### src/logic/board_pkg.sv
package board_pkg;

    // board selector, one code per supported pcb
    typedef enum logic [2:0] {
        GAME_OTHER    = 3'd0,       // catch-all, default flags and empty map
        GAME_FINALB   = 3'd1,
        GAME_DINOREX  = 3'd2,
        GAME_LIQUIDK  = 3'd3,
        GAME_GUNFRONT = 3'd4,
        GAME_GROWL    = 3'd5,
        GAME_DONDOKOD = 3'd6
    } game_t;

    // cpu memory regions decoded by the board
    typedef enum logic [3:0] {
        REGION_ROM       = 4'd0,    // main program rom
        REGION_ROM1      = 4'd1,    // second program rom bank
        REGION_WORK_RAM  = 4'd2,
        REGION_SCREEN    = 4'd3,    // tilemap chip ram
        REGION_OBJ       = 4'd4,    // sprite ram
        REGION_COLOR     = 4'd5,    // palette ram or pcr
        REGION_IO        = 4'd6,    // dsw, coin, inputs
        REGION_SOUND     = 4'd7,    // sound comms latch
        REGION_EXTENSION = 4'd8,    // object extender / bank regs
        REGION_PRIORITY  = 4'd9,    // priority mixer regs
        REGION_ROZ       = 4'd10    // rotation/zoom layer ram
    } region_t;

    localparam int NUM_REGIONS = 11;    // entries in region_t

    // window word: base is addr[23:16], low byte is decode mask
    typedef logic [15:0] window_t;

    // object extender mode
    typedef logic [1:0] obj_ext_t;

    localparam window_t WINDOW_UNUSED = 16'hff00;   // base ff, mask 00, never decodes

    localparam obj_ext_t OBJ_EXT_NONE = 2'd0;       // plain sprite path
    localparam obj_ext_t OBJ_EXT_DINO = 2'd1;       // extender layout used by dinorex

endpackage

### src/logic/board_feature_flags.sv
module board_feature_flags (
    input  logic                clk,
    input  logic                rst,
    input  board_pkg::game_t    game,        // board select, sampled each edge

    output logic                has_360pri,  // priority mixer fitted
    output logic                has_260dar,  // palette controller fitted
    output logic                has_110pcr,  // older palette chip instead
    output logic                io_swap,     // swapped io port layout
    output logic                io_tmp,      // growl style io decode
    output logic                has_190fmc,  // extra sprite bank chip
    output board_pkg::obj_ext_t obj_ext      // object extender mode
);

    import board_pkg::*;

    // one cycle from game to flags
    always_ff @(posedge clk) begin
        if (rst) begin
            has_360pri <= 1'b0;
            has_260dar <= 1'b0;
            has_110pcr <= 1'b0;
            io_swap    <= 1'b0;
            io_tmp     <= 1'b0;
            has_190fmc <= 1'b0;
            obj_ext    <= OBJ_EXT_NONE;
        end else begin
            // default row, covers liquidk, dondokod and other
            has_360pri <= 1'b1;
            has_260dar <= 1'b1;
            has_110pcr <= 1'b0;
            io_swap    <= 1'b0;
            io_tmp     <= 1'b0;
            has_190fmc <= 1'b0;
            obj_ext    <= OBJ_EXT_NONE;

            case (game)
                GAME_FINALB: begin           // early board, pcr only
                    has_360pri <= 1'b0;
                    has_260dar <= 1'b0;
                    has_110pcr <= 1'b1;
                end
                GAME_DINOREX: begin
                    obj_ext <= OBJ_EXT_DINO; // big sprite extender
                end
                GAME_GUNFRONT: begin
                    io_swap <= 1'b1;         // player ports swapped
                end
                GAME_GROWL: begin
                    io_tmp     <= 1'b1;      // split io decode
                    has_190fmc <= 1'b1;      // sprite bank chip
                end
                default: begin
                end
            endcase
        end
    end

    // the two palette paths are exclusive on every board
    a_palette_exclusive: assert property (
        @(posedge clk) disable iff (rst)
        !(has_360pri && has_110pcr)
    ) else $error("360pri and 110pcr both set");

    // split io decode only comes with the bank chip
    a_tmp_needs_fmc: assert property (
        @(posedge clk) disable iff (rst)
        io_tmp |-> has_190fmc
    ) else $error("io_tmp without has_190fmc");

endmodule

### src/logic/board_memory_map.sv
module board_memory_map (
    input  logic               clk,
    input  logic               rst,
    input  board_pkg::game_t   game,            // board select, sampled each edge

    output board_pkg::window_t addr_rom,
    output board_pkg::window_t addr_rom1,
    output board_pkg::window_t addr_work_ram,
    output board_pkg::window_t addr_screen,
    output board_pkg::window_t addr_obj,
    output board_pkg::window_t addr_color,
    output board_pkg::window_t addr_io,
    output board_pkg::window_t addr_sound,
    output board_pkg::window_t addr_extension,
    output board_pkg::window_t addr_priority,
    output board_pkg::window_t addr_roz
);

    import board_pkg::*;

    window_t win_d [NUM_REGIONS];   // next map, from table
    window_t win_q [NUM_REGIONS];   // registered map

    // table lookup, unused regions stay at ff00
    always_comb begin
        for (int i = 0; i < NUM_REGIONS; i++) begin
            win_d[i] = WINDOW_UNUSED;
        end

        case (game)
            GAME_FINALB: begin
                win_d[REGION_ROM]      = 16'h00fc;  // 256k program
                win_d[REGION_WORK_RAM] = 16'h10ff;
                win_d[REGION_COLOR]    = 16'h20ff;  // pcr regs
                win_d[REGION_IO]       = 16'h30ff;
                win_d[REGION_SOUND]    = 16'h32ff;
                win_d[REGION_SCREEN]   = 16'h80f0;  // 80xxxx tilemap ram
                win_d[REGION_OBJ]      = 16'h90ff;
            end

            GAME_DINOREX: begin
                win_d[REGION_ROM]       = 16'h00e0; // 2m program
                win_d[REGION_ROM1]      = 16'h20f0; // data rom above program
                win_d[REGION_IO]        = 16'h30ff;
                win_d[REGION_EXTENSION] = 16'h40ff; // extender ram
                win_d[REGION_COLOR]     = 16'h50ff;
                win_d[REGION_WORK_RAM]  = 16'h60f0; // ram moved high
                win_d[REGION_PRIORITY]  = 16'h70ff;
                win_d[REGION_OBJ]       = 16'h80ff; // obj and screen swapped
                win_d[REGION_SCREEN]    = 16'h90f0;
                win_d[REGION_SOUND]     = 16'ha0ff;
            end

            GAME_LIQUIDK: begin
                win_d[REGION_ROM]      = 16'h00f8;  // 512k program
                win_d[REGION_WORK_RAM] = 16'h10ff;
                win_d[REGION_COLOR]    = 16'h20ff;  // palette ram
                win_d[REGION_IO]       = 16'h30ff;
                win_d[REGION_SOUND]    = 16'h32ff;
                win_d[REGION_SCREEN]   = 16'h80f0;
                win_d[REGION_OBJ]      = 16'h90ff;
                win_d[REGION_PRIORITY] = 16'hb0ff;  // mixer regs
            end

            GAME_GUNFRONT: begin
                win_d[REGION_ROM]      = 16'h00f0;  // 1m decode
                win_d[REGION_WORK_RAM] = 16'h10ff;
                win_d[REGION_COLOR]    = 16'h20ff;
                win_d[REGION_IO]       = 16'h30ff;
                win_d[REGION_SOUND]    = 16'h32ff;
                win_d[REGION_SCREEN]   = 16'h80f0;
                win_d[REGION_OBJ]      = 16'h90ff;
                win_d[REGION_PRIORITY] = 16'hb0ff;
            end

            GAME_GROWL: begin
                win_d[REGION_ROM]       = 16'h00f0;
                win_d[REGION_WORK_RAM]  = 16'h10ff;
                win_d[REGION_COLOR]     = 16'h20ff;
                win_d[REGION_IO]        = 16'h30f0; // 30 to 3f, dsw inputs watchdog
                win_d[REGION_SOUND]     = 16'h40ff; // sound moved up
                win_d[REGION_EXTENSION] = 16'h50ff; // sprite bank and extra inputs
                win_d[REGION_SCREEN]    = 16'h80f0;
                win_d[REGION_OBJ]       = 16'h90ff;
                win_d[REGION_PRIORITY]  = 16'hb0ff;
            end

            GAME_DONDOKOD: begin
                win_d[REGION_ROM]      = 16'h00f8;
                win_d[REGION_WORK_RAM] = 16'h10ff;
                win_d[REGION_COLOR]    = 16'h20ff;
                win_d[REGION_IO]       = 16'h30ff;
                win_d[REGION_SOUND]    = 16'h32ff;
                win_d[REGION_SCREEN]   = 16'h80f0;
                win_d[REGION_OBJ]      = 16'h90ff;
                win_d[REGION_ROZ]      = 16'ha0fe;  // a0 and a1, roz chip ram
                win_d[REGION_PRIORITY] = 16'hb0ff;
            end

            default: begin                          // game_other, empty map
            end
        endcase
    end

    // map registers, cleared to unused in reset
    always_ff @(posedge clk) begin
        if (rst) begin
            for (int i = 0; i < NUM_REGIONS; i++) begin
                win_q[i] <= WINDOW_UNUSED;
            end
        end else begin
            win_q <= win_d;
        end
    end

    assign addr_rom       = win_q[REGION_ROM];
    assign addr_rom1      = win_q[REGION_ROM1];
    assign addr_work_ram  = win_q[REGION_WORK_RAM];
    assign addr_screen    = win_q[REGION_SCREEN];
    assign addr_obj       = win_q[REGION_OBJ];
    assign addr_color     = win_q[REGION_COLOR];
    assign addr_io        = win_q[REGION_IO];
    assign addr_sound     = win_q[REGION_SOUND];
    assign addr_extension = win_q[REGION_EXTENSION];
    assign addr_priority  = win_q[REGION_PRIORITY];
    assign addr_roz       = win_q[REGION_ROZ];

    // every real board has a program rom, only the catch-all leaves it empty
    a_rom_only_unused_for_other: assert property (
        @(posedge clk) disable iff (rst)
        !$past(rst) |-> ((addr_rom == WINDOW_UNUSED) == ($past(game) == GAME_OTHER))
    ) else $error("addr_rom unused state does not match game");

endmodule

### src/logic/board_config.sv
module board_config (
    input  logic                clk,
    input  logic                rst,
    input  board_pkg::game_t    game,           // board select from the loader

    // feature flags
    output logic                has_360pri,
    output logic                has_260dar,
    output logic                has_110pcr,
    output logic                io_swap,
    output logic                io_tmp,
    output logic                has_190fmc,
    output board_pkg::obj_ext_t obj_ext,

    // cpu address windows
    output board_pkg::window_t  addr_rom,
    output board_pkg::window_t  addr_rom1,
    output board_pkg::window_t  addr_work_ram,
    output board_pkg::window_t  addr_screen,
    output board_pkg::window_t  addr_obj,
    output board_pkg::window_t  addr_color,
    output board_pkg::window_t  addr_io,
    output board_pkg::window_t  addr_sound,
    output board_pkg::window_t  addr_extension,
    output board_pkg::window_t  addr_priority,
    output board_pkg::window_t  addr_roz
);

    // chip presence and io quirks
    board_feature_flags board_feature_flags_i (
        .clk        (clk),
        .rst        (rst),
        .game       (game),
        .has_360pri (has_360pri),
        .has_260dar (has_260dar),
        .has_110pcr (has_110pcr),
        .io_swap    (io_swap),
        .io_tmp     (io_tmp),
        .has_190fmc (has_190fmc),
        .obj_ext    (obj_ext)
    );

    // per region decode windows, same latency as the flags
    board_memory_map board_memory_map_i (
        .clk            (clk),
        .rst            (rst),
        .game           (game),
        .addr_rom       (addr_rom),
        .addr_rom1      (addr_rom1),
        .addr_work_ram  (addr_work_ram),
        .addr_screen    (addr_screen),
        .addr_obj       (addr_obj),
        .addr_color     (addr_color),
        .addr_io        (addr_io),
        .addr_sound     (addr_sound),
        .addr_extension (addr_extension),
        .addr_priority  (addr_priority),
        .addr_roz       (addr_roz)
    );

endmodule

### config.mk
export PLATFORM = sky130hd
export DESIGN_NAME = board_config
export DESIGN_NICKNAME = d
export VERILOG_FILES = /design/src/logic/board_pkg.sv /design/src/logic/board_feature_flags.sv /design/src/logic/board_memory_map.sv /design/src/logic/board_config.sv
export SDC_FILE = /design/constraint.sdc
export NUM_CORES = 1
export LEC_CHECK = 0
export ABC_AREA = 1
export BUFFER_PORTS_ARGS = -buffer_cell sky130_fd_sc_hd__buf_4
export CORE_MARGIN = 2
export CORE_UTILIZATION = 35
export CTS_BUF_LIST = sky130_fd_sc_hd__clkbuf_8
export CTS_CLUSTER_DIAMETER = 150
export DETAILED_ROUTE_END_ITERATION = 16
export PLACE_DENSITY = 0.82
export SETUP_SLACK_MARGIN = 0.1
export SLEW_MARGIN = 20
export SYNTH_ARGS = -nofsm -noshare
export SYNTH_HDL_FRONTEND = slang
export SYNTH_HIERARCHICAL = 1
export SYNTH_SLANG_ARGS = --single-unit
### constraint.sdc
create_clock -name clk -period 1.37 [get_ports clk]
set_clock_uncertainty 0.2 [all_clocks]
set_input_delay 0.137 -clock clk [delete_from_list [all_inputs] [get_ports clk]]
set_output_delay 0.137 -clock clk [all_outputs]
set_load 0.1 [all_outputs]
# Word-level counts from Yosys, hierarchy flattened
# Cells that the tools add are included.
[word_totals]
rom_bits = 0
mem_bits_rw = 0
wordCells = 37
latchBits = 0
memories = 0
out_inout_bits = 184
inputBits = 5
register_bits = 182
[op_classes]
shifts = 0
n_div = 0
n_bitwise = 0
addsub = 0
mux = 11
mul = 0
reduce_logical = 4
eq_ne = 6
magnitude_cmp = 0
[ops]
columns = ["cell", "count"]
rows = [
  ["96-bit one-hot mux with 3 select lines", 1],
  ["16-bit one-hot mux with 2 select lines", 2],
  ["16-bit one-hot mux with 4 select lines", 1],
  ["16-bit two-way mux", 1],
  ["15-bit two-way mux", 1],
  ["3-bit == test, second input constant", 3],
  ["4-bit OR reduction", 2],
  ["3-bit by 2-bit == test with 1-bit output, second input constant", 2],
  ["1-bit two-way mux", 5],
  ["2-bit OR reduction", 2],
  ["3-bit by 1-bit == test with 1-bit output, second input constant", 1],
]

# Longest topological paths before layout
# Gate-level depths: netlist (run 1).
[logic_depth]
depth_word = 3
mapped_depth = 6
depth_no_buf = 6

# Hierarchy
# Netlist (run 1), hierarchy kept.
[modules_own_cells]
columns = ["mod", "seq_area_each_um2", "area_each_um2", "cells_per_inst", "n_inst"]
rows = [
  ["board_memory_map", 500.5, 1858.0, 225, 1],
  ["board_feature_flags", 100.1, 188.9, 22, 1],
]

# Worst setup path before layout (run 1)
# OpenSTA, ideal clock, no wires.
[synth_timing]
path_kind = "register to output"
startpoint = "register, netlist name board_memory_map_i/addr_work_ram[7]"
endpoint = "output addr_color[1]"
path_slack_ns = -0.934
n_path_buf = 1
t_arrival_ns = 1.967
required_ns = 1.033
path_stages_with_launch = 2
path_cell_list = "dfxtp_1 > buf_4"
[synth_rtl]
columns = ["element", "line", "rtl"]
rows = [
  ["to (decl)", "board_config.sv:21", "output board_pkg::window_t addr_color,"],
]

==> impl_results.md, run 1 <==
- Post-synthesis xor/xnor area fraction: 0
- DR DRC count: 0
- Commonest cells after routing, fill and taps aside: buf_12 (127), buf_6 (31), conb_1 (22), dfxtp_4 (19), buf_4 (18)
- Inserted Clock Buffers: 5
- Setup CP Type: reg -> out
- Critical Path End Type: primary output
- Per-cell routed wire length: 21.6 µm
- Status: finished with violations
- Area of the multi-input gates: 287 µm²
- Diodes inserted: 0
- Hold WS: -0.0309 ns
- Synth cell types: 15
- Htree depth: 2
- Power Total: 6.06 mW
- Synthesis-stage register bit count: 30
- Final-report setup violation count: 72
- Core Region: 5570 µm²
- Pre-CTS setup slack: 0.132 ns
- Post-layout net count: 315
- Hold Crit Class: in -> reg
- Post-synthesis cell count: 247
- Fin worst setup slack: -0.148 ns
- Failing checks: hold timing, setup timing
- Slowest CP cell: dfxtp_4
- CP startpoint kind: flip-flop
- Final WL: 8280 µm
- HPWL after DPL: 3020 µm
- Post-route minimum period: 1.52 ns
- Crit share post-route: 1.11
- Main combinational cell family by area after synthesis: buffers and inverters
- Layout cells sized above 1: 0.714
- Global-route wire length before repair: 8750 µm
- Family with the most delay on the worst path: buffers and inverters
- Vias in the first global route: 1414
- Setup TNS: -7.54 ns
- Clock Sinks: 30
- Seq/Total Area, Yosys: 0.293
- Drt pass-1 iters: 4
- Mux cell area share after synthesis: 0
- VDD IR max: 1.01 mV
- Fraction of the mapped netlist area in adder cells: 0
- Worst Path Required: 1.03 ns
- Gp weighted congestion: 0.765
- Via count: 1565
- CP bufs+invs: 3
- Die Wd: 80.5 µm
- Fin. max-slew vios: 0
- Post-synthesis compound-gate area fraction: 0.00489
- LEAKAGE: 2.20 nW
- Seq. cell area: 672 µm²
- Post-detailed-route via-to-cell ratio: 4.09
- GRT Util Overall: 0.181
- Syn avg cell area: 8.29 µm²
- Commonest non-fill, non-tap cell in the layout: buf_12
- Largest net degree at the start of global routing: 19
- Pwr Density: 1340 nW/µm²
- Initial antenna violation count: 0
- RSZ-0062 raised after global routing: yes
- PortBufs: 166
- TritonCTS clock tree: built
- Starting density of the core: 0.367
- Ys Warns: 6
- Filler instances: 250
- Final hold vios: 1
- Core Rows: 27
- Post-Syn Area: 2050 µm²
- Max-cap violations: 0
- Detailed router's first-iteration violation count: 50
- ANT nets after route: 0
- Simple-Gate Fraction of Synth Area: 0.0947
- Max clock buf depth: 2
- Crit-path most repeated cell: buf_12
- Root buf cell: clkbuf_8
- Worst-path clk slew: 0.07 ns
- Slowest cell delay on critical path: 0.41 ns
- Crit path DAT: 1.18 ns
- Die area: 6480 µm²
- Critical-path maximum fanout: 7
- Worst-path cell chain: clkbuf_16 -> buf_12 -> buf_12
- IO Pins: 189
- Fmax: 659 MHz
- Gr ovfl total: 0
- Height of the die: 80.5 µm
- Syn-to-layout area delta: 122%
worst min-delay path, stage by stage:
cell and delay [ns]:
buf_4 0.14, nand3_1 0.11, nor2_1 0.04
through the flow:
step                      cells  instance area [µm²]  hold slack, ns  utilization
after floorplan             266                 2240       -0.000300            -
after global placement      349                 2360           0.152        0.424
after detailed placement    349                 2360           0.162        0.424
after CTS                   374                 4040         0.00924        0.725
after global routing        383                 4530        -0.00138        0.813
final                       383                 4530         -0.0309        0.813
Yosys cell counts:
| cell type | instances | area share |
|---|---|---|
| nand3_1 | 7 | 0.017 |
| o21ai_0 | 2 | 0.0049 |
| conb_1 | 3 | 0.0055 |
| dfxtp_1 | 30 | 0.29 |
| buf_4 | 155 | 0.57 |
| nor3_2 | 1 | 0.0049 |
| nand4_1 | 1 | 0.0031 |
| nand2_2 | 1 | 0.0031 |
| nor2_1 | 7 | 0.013 |
| inv_1 | 16 | 0.029 |
| nand3_2 | 3 | 0.015 |
| nand2_1 | 17 | 0.031 |
| nor3_1 | 1 | 0.0024 |
| nand2_4 | 1 | 0.0055 |
| inv_2 | 2 | 0.0037 |
per-layer routing:
layer  part of all wire  global-route usage  routed length (µm)  vias up
met4              0.028              0.0627                 233        0
met1               0.36               0.193                3000      742
met5                  0                   0                   0        -
met3              0.094              0.0404                 779       17
met2               0.52               0.346                4270      115
li1                   -                   -                   -      691
where the power goes:
group / total, mW / switching, mW / internal, mW / leakage (nW)
Sequential: 1.01 / 0.107 / 0.906 / 0.254
Combinational: 4.14 / 2.93 / 1.20 / 1.89
Clock: 0.908 / 0.373 / 0.535 / 0.0579
sequential cells by signal (all words and copies together), names as in the netlist:
name	cells
board_memory_map_i/addr_sound	3
board_memory_map_i/addr_priority	4
board_memory_map_i/addr_rom	5
board_memory_map_i/addr_extension	3
board_feature_flags_i/has_110pcr	1
board_feature_flags_i/io_swap	1
board_memory_map_i/addr_rom1	2
board_feature_flags_i/has_260dar	1
board_feature_flags_i/has_190fmc	1
board_feature_flags_i/obj_ext	1
board_memory_map_i/addr_roz	2
board_memory_map_i/addr_work_ram	5
board_memory_map_i/addr_io	1
cell type report:
type,instances,share of cell area
multi-input combinational,63,0.0632
inverter,18,0.0149
clock inverter,3,0.00883
timing repair buffer,192,0.730
sequential,30,0.148
clock buffer,5,0.0152
tap,72,0.0199
final timing paths:
check                                                start                              to  slack, ns  cells past startpoint
worst min-delay path                               game[0]  board_memory_map_i/addr_rom[2]      -0.03                      3
worst max-delay path  board_memory_map_i/addr_work_ram[11]                 addr_screen[14]      -0.15                      3
repair_timing:
action / CTS / global route
setup buffers: 12 / 4
gates cloned: 1 / 4
setup endpoints to repair: 131 / 138
hold buffers: 4 / 3
resized for setup: 328 / 79
hold endpoints to repair: 10 / 9
cell families after synthesis:
| kind of cell | Yosys count |
|---|---|
| other | 3 |
| flip-flops | 30 |
| AND/OR/NAND/NOR | 39 |
| AO/OA/AOI/OAI | 2 |
| buffers and inverters | 173 |
No activity file was read; power rests on OpenSTA's default activity.
==> inputs of run 2 (changes only) <==
--- a/config.mk
+++ b/config.mk
@@ -5,14 +5,15 @@
 export SDC_FILE = /design/constraint.sdc
 export NUM_CORES = 1
 export LEC_CHECK = 0
-export ABC_AREA = 1
 export BUFFER_PORTS_ARGS = -buffer_cell sky130_fd_sc_hd__buf_4
+export CAP_MARGIN = 0
 export CORE_MARGIN = 2
 export CORE_UTILIZATION = 35
 export CTS_BUF_LIST = sky130_fd_sc_hd__clkbuf_8
 export CTS_CLUSTER_DIAMETER = 150
 export DETAILED_ROUTE_END_ITERATION = 16
-export PLACE_DENSITY = 0.82
+export GPL_TIMING_DRIVEN = 0
+export PLACE_DENSITY = 0.81
 export SETUP_SLACK_MARGIN = 0.1
 export SLEW_MARGIN = 20
 export SYNTH_ARGS = -nofsm -noshare
==> run 2 against run 1 <==
Net effect: the flow now stops in clock tree synthesis (4_1_cts); area after synthesis is 0.73% higher; synthesized cell count is 6.9% lower.
==> impl_results.md, run 2 <==
- Status: stopped before the end
- Fail Step: clock tree synthesis (4_1_cts)
- Err: [ERROR DPL-0038] Utilization greater than 100%, impossible to legalize
- Post-Syn Area: 2060 µm²
- HPWL after DPL: 4300 µm
- Most numerous cell in the Yosys netlist: buf_4
- IO Pins: 189
- Post-synthesis cell count: 230
- Ys async rst share: 0
- Synthesis-stage register bit count: 30
- Gp weighted congestion: 0.668
- Max clock buf depth: 2
- CTS Hold Bufs: 5
- Synth area leaders: buf_4 (56%), dfxtp_1 (29%), nor4b_1 (1.3%)
- Core Rows: 27
- Ys Warns: 6
- Syn avg cell area: 8.97 µm²
- Height of the die: 80.8 µm
- Die Wd: 80.8 µm
- Main synth FF type: dfxtp_1
- Starting density of the core: 0.368
- Seq/Total Area, Yosys: 0.291
- Clock Sinks: 30
- Inserted Clock Buffers: 5
- Htree depth: 2
- Synth top cells by count: buf_4 (154), dfxtp_1 (30), inv_1 (5)
- Setup bufs post-CTS: 9
- Post-cts resize count: 476
- Post-Place Cell Area: 3590 µm²
- PortBufs: 166
- Yosys top cell area share: 0.561
- Area leader, netlist: buf_4
- Post-synth EDFFs: 0
- Synth cell types: 26
- Root buf cell: clkbuf_8
run 2: cell count changes after synthesis, moves of 4 or more:
cell / delta
nand2_1: -16
inv_1: -11
nand3_1: -6
buf_2: +4
nor2_1: -4
run 2: through the flow:
stage,std cells,utilization,setup slack [ns],setup TNS (ns)
3_3_place_gp,487,0.641,0.0194,0
2_1_floorplan,249,-,-0.0520,-3.02
3_5_place_dp,487,0.641,0.000914,0
run 2: cells by family after synthesis:
| group | after synthesis | share of synthesized area |
|---|---|---|
| AOI/OAI and AO/OA | 12 | 0.0425 |
| other | 3 | 0.00546 |
| and+or+nand+nor | 20 | 0.0746 |
| muxes | 1 | 0.00485 |
| buffers and inverters | 164 | 0.581 |
| DFF | 30 | 0.291 |
==> inputs of run 3 (changes only) <==
--- a/config.mk
+++ b/config.mk
@@ -8,13 +8,10 @@
 export BUFFER_PORTS_ARGS = -buffer_cell sky130_fd_sc_hd__buf_4
 export CAP_MARGIN = 0
 export CORE_MARGIN = 2
-export CORE_UTILIZATION = 35
-export CTS_BUF_LIST = sky130_fd_sc_hd__clkbuf_8
-export CTS_CLUSTER_DIAMETER = 150
+export CORE_UTILIZATION = 30
 export DETAILED_ROUTE_END_ITERATION = 16
 export GPL_TIMING_DRIVEN = 0
-export PLACE_DENSITY = 0.81
-export SETUP_SLACK_MARGIN = 0.1
+export PLACE_DENSITY_LB_ADDON = 0.15
 export SLEW_MARGIN = 20
 export SYNTH_ARGS = -nofsm -noshare
 export SYNTH_HDL_FRONTEND = slang
==> constraint.sdc (replaced) <==
create_clock -name clk -period 1.8 [get_ports clk]
set_clock_uncertainty 0.2 [all_clocks]
set_input_delay 0.18 -clock clk [delete_from_list [all_inputs] [get_ports clk]]
set_output_delay 0.18 -clock clk [all_outputs]
set_load 0.1 [all_outputs]
==> run 3 against run 2 <==
Net effect: the run now ends clean; area after synthesis stayed put; synthesized cell count stayed put.
==> impl_results.md, run 3 <==
- Die area: 7550 µm²
- Height of the die: 86.9 µm
- Fin. max-slew vios: 0
- Diodes inserted: 0
- Starting density of the core: 0.307
- Synth top cells by count: buf_4 (154), dfxtp_1 (30), inv_1 (5)
- Final WL: 5060 µm
- Vias in the first global route: 1403
- RSZ-0062 raised after global routing: no
- TritonCTS clock tree: built
- Worst Path Required: 1.76 ns
- VDD IR max: 0.456 mV
- Core Util, Final: 0.542
- Filler instances: 656
- Most numerous cell in the Yosys netlist: buf_4
- Crit share post-route: 0.964
- Syn-to-layout area delta: 76.6%
- Synth area leaders: buf_4 (56%), dfxtp_1 (29%), nor4b_1 (1.3%)
- Critical Path End Type: flip-flop
- Detailed router's first-iteration violation count: 24
- Clock Sinks: 30
- Initial antenna violation count: 0
- Gp weighted congestion: 0.665
- Seq/Total Area, Yosys: 0.291
- Root buf cell: clkbuf_8
- Pre-CTS setup slack: 0.223 ns
- Via count: 1744
- Per-cell routed wire length: 9.95 µm
- Post-Syn Area: 2060 µm²
- Area leader, netlist: buf_4
- Hold Crit Class: in -> reg
- Setup CP Type: in -> reg
- Die Wd: 86.9 µm
- HP Start: game[2]
- Fmax: 577 MHz
- Post-synthesis cell count: 230
- CP startpoint kind: input pin
- Htree depth: 2
- Pwr Density: 1040 nW/µm²
- Ys Warns: 6
- Core Region: 6720 µm²
- Syn avg cell area: 8.97 µm²
- Final hold vios: 0
- Commonest cells after routing, fill and taps aside: buf_4 (321), conb_1 (22), dfxtp_1 (20), dfxtp_2 (8), dlygate4sd3_1 (6)
- LEAKAGE: 2.04 nW
- Post-Place Cell Area: 3490 µm²
- Final-report setup violation count: 0
- Max clock buf depth: 2
- ANT nets after route: 0
- PortBufs: 166
- Commonest non-fill, non-tap cell in the layout: buf_4
- Largest net degree at the start of global routing: 37
- Critical-path maximum fanout: 11
- DR DRC count: 0
- Hold path cells: 3
- Post-route minimum period: 1.73 ns
- Ys async rst share: 0
- Core Rows: 30
- Gr ovfl total: 0
- Worst-path clk slew: 0.06 ns
- Drt pass-1 iters: 4
- Crit path DAT: 1.69 ns
- GRT Util Overall: 0.123
- Final instance area: 3640 µm²
- Post-detailed-route via-to-cell ratio: 3.43
- Synthesis-stage register bit count: 30
- Fin worst setup slack: 0.0656 ns
- Post-synth EDFFs: 0
- Inserted Clock Buffers: 5
- IO Pins: 189
- Post-layout net count: 434
- Setup TNS: 0 ns
- Worst Hold Endpoint: board_feature_flags_i/obj_ext[0]
- Global-route wire length before repair: 7320 µm
- Main synth FF type: dfxtp_1
- HPWL after DPL: 4190 µm
- Yosys top cell area share: 0.561
- Status: finished clean
- Layout cells sized above 1: 0.804
- Max-cap violations: 0
- Synth cell types: 26
run 3: cell counts after synthesis:
No cell type changed its count.
run 3: worst max-delay path, cell delays in order:
cell	delay (ns)
dlygate4sd3_1	0.54
buf_4	0.18
nor3b_1	0.19
nor2_1	0.05
dlygate4sd3_1	0.55
run 3: cell families after synthesis:
| group | after synthesis | share of synthesized area |
|---|---|---|
| buffers and inverters | 164 | 0.581 |
| and+or+nand+nor | 20 | 0.0746 |
| muxes | 1 | 0.00485 |
| AOI/OAI and AO/OA | 12 | 0.0425 |
| DFF | 30 | 0.291 |
| other | 3 | 0.00546 |
run 3: worst max-delay path by stage:
stage | startpoint | end | slack (ns) | cells after the start
CTS | board_memory_map_i/addr_work_ram[11] | addr_color[10] | 0.004 | 2
finish | game[0] | board_feature_flags_i/has_260dar | 0.07 | 5
global route | game[0] | board_feature_flags_i/io_swap | 0.01 | 4
global placement | board_memory_map_i/addr_work_ram[7] | addr_obj[6] | 0.25 | 2
detailed placement | board_memory_map_i/addr_work_ram[7] | addr_screen[7] | 0.22 | 2
floorplan | board_memory_map_i/addr_io[3] | addr_io[1] | 0.03 | 1
run 3: metrics by stage:
step           hold slack [ns]  cells  total power [mW]
4_1_cts                  0.447    508              3.83
5_1_grt                  0.470    509              3.93
3_5_place_dp             0.191    495              3.34
6_report                 0.456    509              3.80
3_3_place_gp             0.188    495              3.33
2_1_floorplan           0.0524    249              2.95
run 3: report_power, final:
group          internal [mW]  total (mW)  switching (mW)
registers              0.701       0.756          0.0552
logic                  0.553        2.56            2.01
clock network          0.265       0.480           0.215
run 3: final cells by class:
cell class	instances	area [µm²]	share of cell area
Timing Repair Buffer	173	1310	0.361
Buffer	159	1180	0.324
Sequential cell	30	618	0.170
Multi-Input combinational cell	55	334	0.0917
Tap cell	80	100	0.0275
Clock buffer	7	76.3	0.0210
Inverter	5	18.8	0.00515
run 3: layer usage:
| metal | vias to the layer above | track usage | wire length (µm) |
|---|---|---|---|
| li1 | 936 | - | - |
| met1 | 717 | 0.130 | 1760 |
| met2 | 89 | 0.224 | 2700 |
| met3 | 2 | 0.0483 | 576 |
| met4 | 0 | 0.0341 | 23 |
| met5 | - | 0 | 0 |
run 3: what timing repair did:
item / in CTS / in global routing
hold buffers: 6 / 0
gates resized for setup: 1 / 3
setup buffers: 0 / 1
endpoints found under the hold margin: 4 / 0
setup endpoints to repair: 35 / 32
pin swaps: 0 / 1
